===== src/hdl/fpFormatPkg.sv =====
// Single precision format definitions shared by the divider stages and the testbench.
// Mantissas carry the hidden bit. The result exponent is kept wider than the input
// exponent so that under- and overflow can be sorted out by a later normalizer.

`default_nettype none

package fpFormatPkg;

  //////////////////////////////////////////////////
  // format widths

  localparam int MantWidth = 24;  // incl. hidden bit
  localparam int ExpWidth  = 8;
  localparam int ExpBias   = 127;

  //////////////////////////////////////////////////
  // vector types

  typedef logic [MantWidth-1:0] mantT;  // normalized, bit 23 set
  typedef logic [ExpWidth-1:0]  expT;   // biased exponent

  // pre-normalized result exponent, two's complement, wraps in 10 bits
  typedef logic [ExpWidth+1:0]  expResT;

endpackage

`default_nettype wire


===== src/hdl/divCtrlPkg.sv =====
// Iteration constants and types of the non-restoring divider.
// The iteration cell itself lives here as a function, so the execute stage and
// the result stage evaluate exactly the same add/subtract step.

`default_nettype none

package divCtrlPkg;

  localparam int CellsPerCycle = 4;
  localparam int IterCycles    = 6;  // 6 x 4 = 24 quotient bits

  typedef logic [fpFormatPkg::MantWidth:0] remT;  // sign bit + mantissa
  typedef logic [2:0] iterCntT;

  typedef enum logic [1:0] {Idle, Iterate, Hand} iterStateT;

  // one non-restoring step, returns {carry, sum}
  // carry is the quotient bit, sub also acts as carry in of the two's complement
  function automatic logic [fpFormatPkg::MantWidth+1:0] nrCell(remT a,
      fpFormatPkg::mantT den, logic sub);
    remT denOp;
    denOp = sub ? ~{1'b0, den} : {1'b0, den};
    return a + denOp + sub;
  endfunction

endpackage

`default_nettype wire


===== src/hdl/divStageIf.sv =====
// Stage-to-stage buses of the divider, both with a valid/ready handshake.
// divOpIf carries a decoded operand pair from decode to execute, divRemIf the
// raw quotient and final remainder from execute to the result stage.

`timescale 1ns/1ns
`default_nettype none

interface divOpIf;

  logic                  valid;
  logic                  ready;
  fpFormatPkg::mantT     num;
  fpFormatPkg::mantT     den;
  fpFormatPkg::expResT   exp;  // already biased

  modport source (output valid, input ready, output num, output den, output exp);
  modport sink   (input valid, output ready, input num, input den, input exp);

endinterface

interface divRemIf;

  logic                  valid;
  logic                  ready;
  fpFormatPkg::mantT     quot;
  divCtrlPkg::remT       rem;
  logic                  lastBit;  // selects add or sub for the extra step
  fpFormatPkg::mantT     den;
  fpFormatPkg::expResT   exp;

  modport source (output valid, input ready, output quot, output rem, output lastBit,
                  output den, output exp);
  modport sink   (input valid, output ready, input quot, input rem, input lastBit,
                  input den, input exp);

endinterface

`default_nettype wire


===== src/hdl/divDecode.sv =====
// Intake stage of the divider. Holds one operand pair and computes the biased
// result exponent on intake. The entry is offered to the execute stage one clock
// after acceptance and can be refilled in the cycle it is handed over.

`timescale 1ns/1ns
`default_nettype none

module divDecode (
  input  logic                Clk_CI,
  input  logic                Rst_RBI,
  input  logic                inValid,
  output logic                inReady,
  input  fpFormatPkg::mantT   numMant,
  input  fpFormatPkg::mantT   denMant,
  input  fpFormatPkg::expT    numExp,
  input  fpFormatPkg::expT    denExp,
  divOpIf.source              op
);

  logic                  full;
  logic                  takeIn;
  fpFormatPkg::mantT     numReg;
  fpFormatPkg::mantT     denReg;
  fpFormatPkg::expResT   expReg;

  // free, or drained by execute in this very cycle
  assign inReady = ~full | op.ready;
  assign takeIn  = inValid & inReady;

  always_ff @(posedge Clk_CI, negedge Rst_RBI)
  begin
    if (~Rst_RBI)
    begin
      full <= 1'b0;
    end
    else if (takeIn)
    begin
      full <= 1'b1;
    end
    else if (op.ready)
    begin
      full <= 1'b0;  // handed over
    end
  end

  always_ff @(posedge Clk_CI)
  begin
    if (takeIn)
    begin
      numReg <= numMant;
      denReg <= denMant;
      // numExp - denExp + bias, wraps in 10 bits
      expReg <= fpFormatPkg::expResT'(numExp) - fpFormatPkg::expResT'(denExp)
                + fpFormatPkg::expResT'(fpFormatPkg::ExpBias);
    end
  end

  assign op.valid = full;
  assign op.num   = numReg;
  assign op.den   = denReg;
  assign op.exp   = expReg;

endmodule

`default_nettype wire


===== src/hdl/divIterate.sv =====
// Execute stage of the divider. Four non-restoring cells are chained per clock,
// so a division takes IterCycles clocks after the operand pair is taken. The
// result then waits in Hand until the result stage accepts it. A new pair is
// only taken in Idle.

`timescale 1ns/1ns
`default_nettype none

module divIterate (
  input  logic   Clk_CI,
  input  logic   Rst_RBI,
  divOpIf.sink   op,
  divRemIf.source rem
);

  localparam int MantW = fpFormatPkg::MantWidth;
  localparam int Cells = divCtrlPkg::CellsPerCycle;

  divCtrlPkg::iterStateT  iterState;
  divCtrlPkg::iterCntT    iterCnt;
  logic                   firstStep;
  logic                   lastCycle;

  divCtrlPkg::remT        remReg;   // {0,num} right after load
  fpFormatPkg::mantT      quotReg;
  fpFormatPkg::mantT      denReg;
  fpFormatPkg::expResT    expReg;

  divCtrlPkg::remT        cellRem;
  logic [Cells-1:0]       cellBits;

  assign firstStep = (iterState == divCtrlPkg::Iterate) && (iterCnt == '0);
  assign lastCycle = iterCnt == divCtrlPkg::iterCntT'(divCtrlPkg::IterCycles - 1);

  //////////////////////////////////////////////////
  // iteration cells

  always_comb
  begin
    divCtrlPkg::remT         cellA;
    logic [MantW+1:0]        cellOut;
    logic                    cellSub;
    cellRem = remReg;
    cellSub = quotReg[0];  // previous q bit
    for (int i = 0; i < Cells; i++)
    begin
      if (i == 0 && firstStep)
      begin
        cellA   = remReg;  // plain num - den, no shift
        cellSub = 1'b1;
      end
      else
      begin
        cellA = {cellRem[MantW-1:0], 1'b0};
      end
      cellOut = divCtrlPkg::nrCell(cellA, denReg, cellSub);
      cellRem = cellOut[MantW:0];
      cellSub = cellOut[MantW+1];  // carry = next quotient bit
      cellBits[Cells-1-i] = cellSub;
    end
  end

  //////////////////////////////////////////////////
  // control FSM

  always_ff @(posedge Clk_CI, negedge Rst_RBI)
  begin
    if (~Rst_RBI)
    begin
      iterState <= divCtrlPkg::Idle;
      iterCnt   <= '0;
    end
    else
    begin
      case (iterState)
        divCtrlPkg::Idle:
        begin
          if (op.valid)
          begin
            iterState <= divCtrlPkg::Iterate;
            iterCnt   <= '0;
          end
        end
        divCtrlPkg::Iterate:
        begin
          if (lastCycle)
          begin
            iterState <= divCtrlPkg::Hand;
            iterCnt   <= '0;
          end
          else
          begin
            iterCnt <= iterCnt + 1'b1;
          end
        end
        divCtrlPkg::Hand:
        begin
          if (rem.ready)
          begin
            iterState <= divCtrlPkg::Idle;
          end
        end
        default:
        begin
          iterState <= divCtrlPkg::Idle;
        end
      endcase
    end
  end

  always_ff @(posedge Clk_CI)
  begin
    if (op.valid && op.ready)
    begin
      remReg <= {1'b0, op.num};
      denReg <= op.den;
      expReg <= op.exp;
    end
    else if (iterState == divCtrlPkg::Iterate)
    begin
      remReg  <= cellRem;
      quotReg <= {quotReg[MantW-Cells-1:0], cellBits};  // msb first
    end
  end

  assign op.ready    = iterState == divCtrlPkg::Idle;
  assign rem.valid   = iterState == divCtrlPkg::Hand;
  assign rem.quot    = quotReg;
  assign rem.rem     = remReg;
  assign rem.lastBit = quotReg[0];
  assign rem.den     = denReg;
  assign rem.exp     = expReg;

endmodule

`default_nettype wire


===== src/hdl/divRound.sv =====
// Result stage of the divider. One more non-restoring step on the final
// remainder gives the 25th quotient bit, which is added to the quotient as
// rounding. A sum that carries out of 24 bits leaves the quotient unrounded.
// The result is held until the consumer takes it.

`timescale 1ns/1ns
`default_nettype none

module divRound (
  input  logic                  Clk_CI,
  input  logic                  Rst_RBI,
  divRemIf.sink                 rem,
  output logic                  outValid,
  input  logic                  outReady,
  output fpFormatPkg::mantT     quotMant,
  output fpFormatPkg::expResT   quotExp
);

  localparam int MantW = fpFormatPkg::MantWidth;

  logic [MantW+1:0]     extraStep;
  logic                 extraBit;
  logic [MantW:0]       quotInc;
  fpFormatPkg::mantT    quotRnd;
  logic                 takeRes;

  // extra step, same cell as in execute
  assign extraStep = divCtrlPkg::nrCell({rem.rem[MantW-1:0], 1'b0}, rem.den, rem.lastBit);
  assign extraBit  = extraStep[MantW+1];

  assign quotInc = {1'b0, rem.quot} + extraBit;
  assign quotRnd = quotInc[MantW] ? rem.quot : quotInc[MantW-1:0];  // overflow keeps q

  // empty, or drained in the same cycle
  assign rem.ready = ~outValid | outReady;
  assign takeRes   = rem.valid & rem.ready;

  always_ff @(posedge Clk_CI, negedge Rst_RBI)
  begin
    if (~Rst_RBI)
    begin
      outValid <= 1'b0;
    end
    else if (takeRes)
    begin
      outValid <= 1'b1;
    end
    else if (outReady)
    begin
      outValid <= 1'b0;
    end
  end

  always_ff @(posedge Clk_CI)
  begin
    if (takeRes)
    begin
      quotMant <= quotRnd;
      quotExp  <= rem.exp;
    end
  end

endmodule

`default_nettype wire


===== src/hdl/mantDivTop.sv =====
// Top level of the mantissa and exponent divider. Operand pairs enter through
// inValid/inReady, results leave through outValid/outReady. Decode, execute
// and result stage are joined by the two stage buses. Up to three divisions
// are in flight at once.

`timescale 1ns/1ns
`default_nettype none

module mantDivTop (
  input  logic                  Clk_CI,
  input  logic                  Rst_RBI,
  input  logic                  inValid,
  output logic                  inReady,
  input  fpFormatPkg::mantT     numMant,
  input  fpFormatPkg::mantT     denMant,
  input  fpFormatPkg::expT      numExp,
  input  fpFormatPkg::expT      denExp,
  output logic                  outValid,
  input  logic                  outReady,
  output fpFormatPkg::mantT     quotMant,
  output fpFormatPkg::expResT   quotExp
);

  divOpIf  opBus ();   // decode -> execute
  divRemIf remBus ();  // execute -> result

  divDecode iDecode (
    .Clk_CI  (Clk_CI),
    .Rst_RBI (Rst_RBI),
    .inValid (inValid),
    .inReady (inReady),
    .numMant (numMant),
    .denMant (denMant),
    .numExp  (numExp),
    .denExp  (denExp),
    .op      (opBus.source)
  );

  divIterate iIterate (
    .Clk_CI  (Clk_CI),
    .Rst_RBI (Rst_RBI),
    .op      (opBus.sink),
    .rem     (remBus.source)
  );

  divRound iRound (
    .Clk_CI   (Clk_CI),
    .Rst_RBI  (Rst_RBI),
    .rem      (remBus.sink),
    .outValid (outValid),
    .outReady (outReady),
    .quotMant (quotMant),
    .quotExp  (quotExp)
  );

endmodule

`default_nettype wire


===== config.mk =====
export PLATFORM = sky130hd
export DESIGN_NAME = mantDivTop
export DESIGN_NICKNAME = d
export VERILOG_FILES = /design/src/hdl/fpFormatPkg.sv /design/src/hdl/divCtrlPkg.sv /design/src/hdl/divStageIf.sv /design/src/hdl/divDecode.sv /design/src/hdl/divIterate.sv /design/src/hdl/divRound.sv /design/src/hdl/mantDivTop.sv
export SDC_FILE = /design/constraint.sdc
export NUM_CORES = 1
export LEC_CHECK = 0
export BUFFER_PORTS_ARGS = -buffer_cell sky130_fd_sc_hd__clkbuf_2
export CAP_MARGIN = 30
export CORE_ASPECT_RATIO = 0.5
export CORE_UTILIZATION = 56
export CTS_CLUSTER_SIZE = 14
export DETAILED_ROUTE_END_ITERATION = 10
export PLACE_DENSITY = 0.89
export SETUP_SLACK_MARGIN = 0.5
export SLEW_MARGIN = 20
export SYNTH_ARGS = -nofsm -noshare
export SYNTH_HDL_FRONTEND = slang
export SYNTH_SLANG_ARGS = --single-unit
export TNS_END_PERCENT = 1

===== constraint.sdc =====
create_clock -name Clk_CI -period 10.6 [get_ports Clk_CI]
set_input_delay 2.12 -clock Clk_CI [delete_from_list [all_inputs] [get_ports Clk_CI]]
set_output_delay 2.12 -clock Clk_CI [all_outputs]
set_load 0.01 [all_outputs]

==> results of run 1 <==
==> worst max-delay path by stage <==
stage / end / slack [ns] / cells past startpoint
final: iIterate.rem.rem[20] / 0.69 / 42
after global routing: iIterate.rem.rem[22] / 0.43 / 44
after CTS: iIterate.rem.rem[20] / 0.51 / 45
after detailed placement: iIterate.rem.rem[21] / -0.24 / 42
after global placement: iIterate.rem.rem[22] / 0.27 / 43
after floorplan: iIterate.rem.rem[23] / 0.51 / 46
==> per-stage QoR <==
stage	utilization, %	cells	worst slack (ns)	hold slack [ns]
final	67.9	1778	0.687	0.420
after global routing	67.9	1778	0.434	0.426
after CTS	66.1	1757	0.505	0.419
after detailed placement	62.3	1712	-0.240	0.405
after global placement	62.2	1711	0.272	0.400
after floorplan	-	1322	0.506	0.400
==> state kept, by name, summed over array words and instances, names as in the netlist <==
name                count
iIterate.iterState      2
iIterate.rem.exp       10
iRound.outValid         1
iRound.quotExp         10
iRound.quotMant        24
iIterate.rem.rem       25
iIterate.iterCnt        3
iDecode.op.den         24
iIterate.rem.den       24
iDecode.op.exp         10
iDecode.op.num         24
iDecode.op.valid        1
iIterate.rem.quot      24
==> cell usage in the layout, fill, tap and decap left out, types with 5 or more instances in the layout <==
cell / n
o21a_1: 14
a31oi_1: 7
ha_1: 122
nand4_1: 19
and3_1: 7
nand2_1: 86
inv_6: 5
a211oi_2: 5
o31ai_1: 9
fa_1: 5
nor3_1: 16
xnor2_1: 131
o21bai_1: 7
clkbuf_16: 17
o21ai_0: 63
a21o_1: 49
a211oi_1: 5
nand2b_1: 16
xor2_1: 106
edfxtp_1: 174
buf_12: 8
ha_2: 8
o211ai_1: 8
buf_4: 58
nor2_1: 81
nand3_1: 37
a21oi_2: 9
nor2b_1: 13
dfrtp_1: 6
inv_1: 33
a21oi_1: 104
clkbuf_2: 103
mux2_2: 25
a21boi_0: 5
==> metal layers <==
layer,vias to the layer above,wire length (um),share of wire [%]
met3,86,2540,7.2
met4,0,1090,3.1
met2,460,17000,48
li1,5110,-,-
met1,5177,14900,42
met5,-,0,0
==> kinds of logic (layout without fill, tap and decap cells) <==
group | count (synthesis) | count (layout)
xor+xnor | 239 | 239
fa+ha+maj | 139 | 139
simple gates | 312 | 312
buf+inv | 91 | 239
compound gates | 333 | 334
flops | 182 | 182
mux | 26 | 26
==> timing repair <==
action                                  CTS  global route
hold buffers                              0             0
endpoints found under the setup margin   20            20
pin swaps                                10            39
gates cloned                              1             0
gates resized for setup                  26            51
buffers inserted                         12            21
==> final cells by class <==
type                    instances  area share [%]
multi-input cells            1050            51.3
clock inverters                15            1.20
well taps                     307            2.43
repair buffers                171            7.17
inverters                      36           0.878
clock buffers                  17            2.69
flip-flops and latches        182            34.3
==> results.toml, run 1 <==
[timing]
slew_violations = 0
finalClockSkew_ns = 0.0145
setup_violations = 0
fin_tns_setup_ns = 0
period_share_pct = 93.5
hold_violations = 0
finalCriticalPeriod_ns = 9.91
relSlewSlack_pct = 43.9
grt_setup_unrepaired = "false"
max_freq_ghz = 0.101
worstMarginPinSlew_ns = 0.841

[layout]
area_growth_syn_to_layout_pct = 16.7
multi_input_comb_area_sq_mm = 0.00812
drive_gt1_share_pct = 20.4
nNetsFinal = 1665
diodes = 0
fillCellCount = 1705
final_area_sq_mm = 0.0158
seqCellArea_sq_mm = 0.00542

[run]
maxCapViolations = 0

[global_routing]
grt_max_degree = 59
grt_busiest_layer = "met2"
use_met3_pct = 6.65
track_usage_pct = 28.8
antenna_found_initial = 0
use_met1_pct = 35.8
use_met2_pct = 48.7
grt_pass1_vias = 10900
grt-ovfl-total = 0
grt_pass1_wl_mm = 55.3

[yosys]
synthAdderAreaFrac_pct = 13.1
synth-warning-count = 0
syn_nets = 1529
synth_compound_area_share_pct = 15.5
synthesis.area_sq_mm = 0.0136
yosysTopAreaCellShare_pct = 38.6
ys_async_sr_fraction_pct = 3.85
ys_types = 71
synth_area_leaders = "edfxtp_1 39%, ha_1 12%, xnor2_1 8.5%"
synth_simple_gate_area_share_pct = 10.9
synth.yosys.seq_area_share_pct = 40.0
synth-edff-count = 174
synthMuxAreaShare_pct = 2.15
synth_commonest_cells = "174 x edfxtp_1, 134 x ha_1, 132 x xnor2_1"
syn_inst = 1322
yosys.cell_count.top_type = "edfxtp_1"
synth-xor-area-share_pct = 15.5
synth_seq_cells = 182
syn_area_per_cell_sq_um = 10.2
post-synth-top-area-cell = "edfxtp_1"
ys_dominant_reg_cell = "edfxtp_1"
synth_top_family_by_area = "compound AO/OA/AOI/OAI gates"

[clock_tree]
clockBufferDepth = 2
cts_tree = "done"
cts_num_sinks = 182
insertion_delay_ns = 0.46
clk_pin_slew_ns = 0.07
cts_buffers = 17
cts_root_buffer = "clkbuf_16"
cts_max_level = 4

[floorplan]
dieWidth_um = 222
start_util_pct = 58.2
die_y_um = 112
rows = 39
coreArea_sq_mm = 0.0233
num_io_pins = 104
dieArea_sq_mm = 0.0249

[critical_path]
r2r_start = "iIterate.iterCnt[1]"
cp_slowest_cell = "or4_4"
cp.arrival_ns = 10.09
path_delay_family = "compound AO/OA/AOI/OAI gates"
path_max_fanout = 19
rrSetupSlack_ns = 0.69
startpoint_type = "flip-flop"
cp-end-kind = "flip-flop"
crit_type = "flip-flop to flip-flop"
reg2reg_to = "iIterate.rem.rem[20]"
crit_buf_inv = 5
startpoint = "iIterate.iterCnt[1]"
reg2regPathDepth = 42
crit_required_ns = 10.78
cpPeakStageDelay_ns = 0.45

[place]
gp_congestion = 1.00
io_buffer_count = 103
place_area_sq_mm = 0.0145
post-dp-hpwl_mm = 26.7

[hold_path]
whs_path_depth = 0
hold_end = "iIterate.rem.exp[5]"
hold_start = "iDecode.op.exp[5]"
hp-class = "flip-flop to flip-flop"

[detailed_routing]
wl_mm = 35.5
num_vias = 10800
drc = 0
antenna_left = 0
wl_per_cell_um = 20.0
viasPerCell = 6.09
drtIter0Drc = 906
first_pass_iters = 6

[outcome]
status = "finished, final reports clean"
Power of run 1 is left out: the tool's default activity adds up to more than one toggle a clock period on the data nets, which glitch-free logic cannot reach.
==> run 2: changes to the inputs <==
--- a/config.mk
+++ b/config.mk
@@ -16,5 +16,6 @@
 export SLEW_MARGIN = 20
 export SYNTH_ARGS = -nofsm -noshare
 export SYNTH_HDL_FRONTEND = slang
+export SYNTH_HIERARCHICAL = 1
 export SYNTH_SLANG_ARGS = --single-unit
 export TNS_END_PERCENT = 1
==> run 2 against run 1 <==
Effect of this change:
- synthesized cell count is 1.4% lower
- global-route usage increased by 1.0 points
- die area increased by 2.5%
- wire length increased by 8.8%
- via count rose by 2.7%
- clock skew up 0.0040 ns
- core utilization rose by 0.76 points
- first-iteration DRC count up 38%
- worst setup slack worse by 0.26 ns
- area after synthesis rose by 2.5%
- sequential share of layout area decreased by 1.6 points
- largest cell class unchanged
==> results.toml, run 2 <==
[global_routing]
track_usage_pct = 29.8
grt_pass1_wl_mm = 57.6
grt_pass1_vias = 10700
grt_max_degree = 59
grt-ovfl-total = 0
antenna_found_initial = 0

[layout]
final_area_sq_mm = 0.0166
final_common_cell = "edfxtp_1"
most-common-layout-cells = "174 x edfxtp_1, 113 x ha_1, 111 x xnor2_1"
drive_gt1_share_pct = 26.3
final_cells = 1832
area_growth_syn_to_layout_pct = 19.5
largest_reg_flops = 25
nNetsFinal = 1691
diodes = 0

[yosys]
synth.yosys.seq_area_share_pct = 39.0
synth_area_leaders = "edfxtp_1 38%, ha_1 12%, xnor2_1 7.2%"
yosys.cell_count.top_type = "edfxtp_1"
synth_seq_cells = 182
post-synth-top-area-cell = "edfxtp_1"
ys_types = 93
synth-edff-count = 174
syn_nets = 1511
yosysTopAreaCellShare_pct = 37.6
ys_async_sr_fraction_pct = 3.85
synthesis.area_sq_mm = 0.0139
synth_commonest_cells = "174 x edfxtp_1, 136 x ha_1, 114 x xnor2_1"
syn_inst = 1303
syn_area_per_cell_sq_um = 10.7
ys_dominant_reg_cell = "edfxtp_1"
synth-warning-count = 6

[clock_tree]
clockBufferDepth = 2
cts_root_buffer = "clkbuf_16"
insertion_delay_ns = 0.46
clk_pin_slew_ns = 0.07
cts_tree = "done"
cts_buffers = 17
cts_max_level = 4
cts_num_sinks = 182

[place]
gp_congestion = 1.01
post-dp-hpwl_mm = 27.0
dp.cells = 1751
io_buffer_count = 103
place_area_sq_mm = 0.0150

[detailed_routing]
viasPerCell = 6.07
wl_mm = 38.7
drc = 0
first_pass_iters = 6
wl_per_cell_um = 21.1
drtIter0Drc = 1249
antenna_left = 0
num_vias = 11100

[critical_path]
rrSetupSlack_ns = 0.43
crit_buf_inv = 2
path_max_fanout = 7
reg2regPathDepth = 44
cpPeakStageDelay_ns = 0.59
startpoint_type = "flip-flop"
cp.arrival_ns = 10.36
r2r_start = "iIterate/iterCnt[1]"
crit_required_ns = 10.79
reg2reg_to = "iIterate/rem.rem[19]"
crit_type = "flip-flop to flip-flop"
cp-end-kind = "flip-flop"
path_delay_family = "compound AO/OA/AOI/OAI gates"
cp_slowest_cell = "o41a_4"

[hold_path]
hold_start = "iDecode/op.den[11]"
whs_path_depth = 0
hold_end = "iIterate/rem.den[11]"
hp-class = "flip-flop to flip-flop"

[outcome]
status = "finished, final reports clean"

[timing]
slew_violations = 0
period_share_pct = 95.9
worstMarginPinSlew_ns = 0.959
fin_tns_setup_ns = 0
hold_violations = 0
finalCriticalPeriod_ns = 10.17
relSlewSlack_pct = 36.1
max_freq_ghz = 0.0983
setup_violations = 0
grt_setup_unrepaired = "true"
finalClockSkew_ns = 0.0185

[run]
maxCapViolations = 0

[floorplan]
coreArea_sq_mm = 0.0242
dieArea_sq_mm = 0.0255
rows = 40
dieWidth_um = 225
start_util_pct = 57.5
num_io_pins = 104
die_y_um = 113
==> run 2: worst max path at each step <==
| stage | cells past startpoint | to | slack [ns] | startpoint |
|---|---|---|---|---|
| final | 44 | iIterate/rem.rem[19] | 0.43 | iIterate/iterCnt[1] |
| after global placement | 43 | iIterate/rem.rem[23] | 0.30 | iIterate/iterCnt[0] |
| after detailed placement | 45 | iIterate/rem.rem[19] | 0.07 | iIterate/iterCnt[0] |
| after floorplan | 49 | iIterate/rem.rem[19] | 0.53 | iIterate/iterCnt[0] |
| after global routing | 48 | iIterate/rem.rem[24] | 0.13 | iIterate/iterCnt[1] |
| after CTS | 46 | iIterate/rem.rem[19] | 0.51 | iIterate/iterCnt[0] |
==> run 2: layout make-up <==
cell class | instances | area, sq um
Fill cell | 1649 | 7570
Inverter | 46 | 173
Multi-Input combinational cell | 1040 | 8640
Clock inverter | 15 | 136
Timing Repair Buffer | 196 | 1390
Tap cell | 336 | 420
Clock buffer | 17 | 425
Sequential cell | 182 | 5420
==> run 2: metal layers <==
layer	wire (um)	global-route usage (%)	part of all wire (%)	vias up
met5	0	0	0	-
met4	795	7.62	2.1	0
met3	3650	5.80	9.4	82
met2	17700	48.1	46	568
met1	16500	41.4	43	5338
li1	-	-	-	5133
==> run 2: cells by family (layout without fill, tap and decap cells) <==
logic type | Yosys count | after routing | synth area share [%]
buf+inv | 82 | 274 | 2.86
xor+xnor | 232 | 232 | 15.7
simple gates | 319 | 319 | 11.9
fa+ha+maj | 140 | 140 | 12.8
flops | 182 | 182 | 39.0
compound gates | 321 | 322 | 15.6
mux | 27 | 27 | 2.18
==> run 2: repair_timing <==
item                                   CTS  global route
setup endpoints to repair               13            19
hold buffers                             0             0
buffers inserted                        14            29
pin swaps                               30            65
gates resized for setup                 48            81
cloned                                   3             2
endpoints found under the hold margin    0             0
==> run 2: through the flow <==
step / setup slack, ns / hold slack (ns) / util [%]
floorplan: 0.535 / 0.400 / -
global placement: 0.304 / 0.400 / 61.9
detailed placement: 0.0656 / 0.405 / 61.9
CTS: 0.507 / 0.421 / 65.9
global route: 0.134 / 0.426 / 68.7
finish: 0.430 / 0.420 / 68.7
Power of run 2 is left out for the same reason.
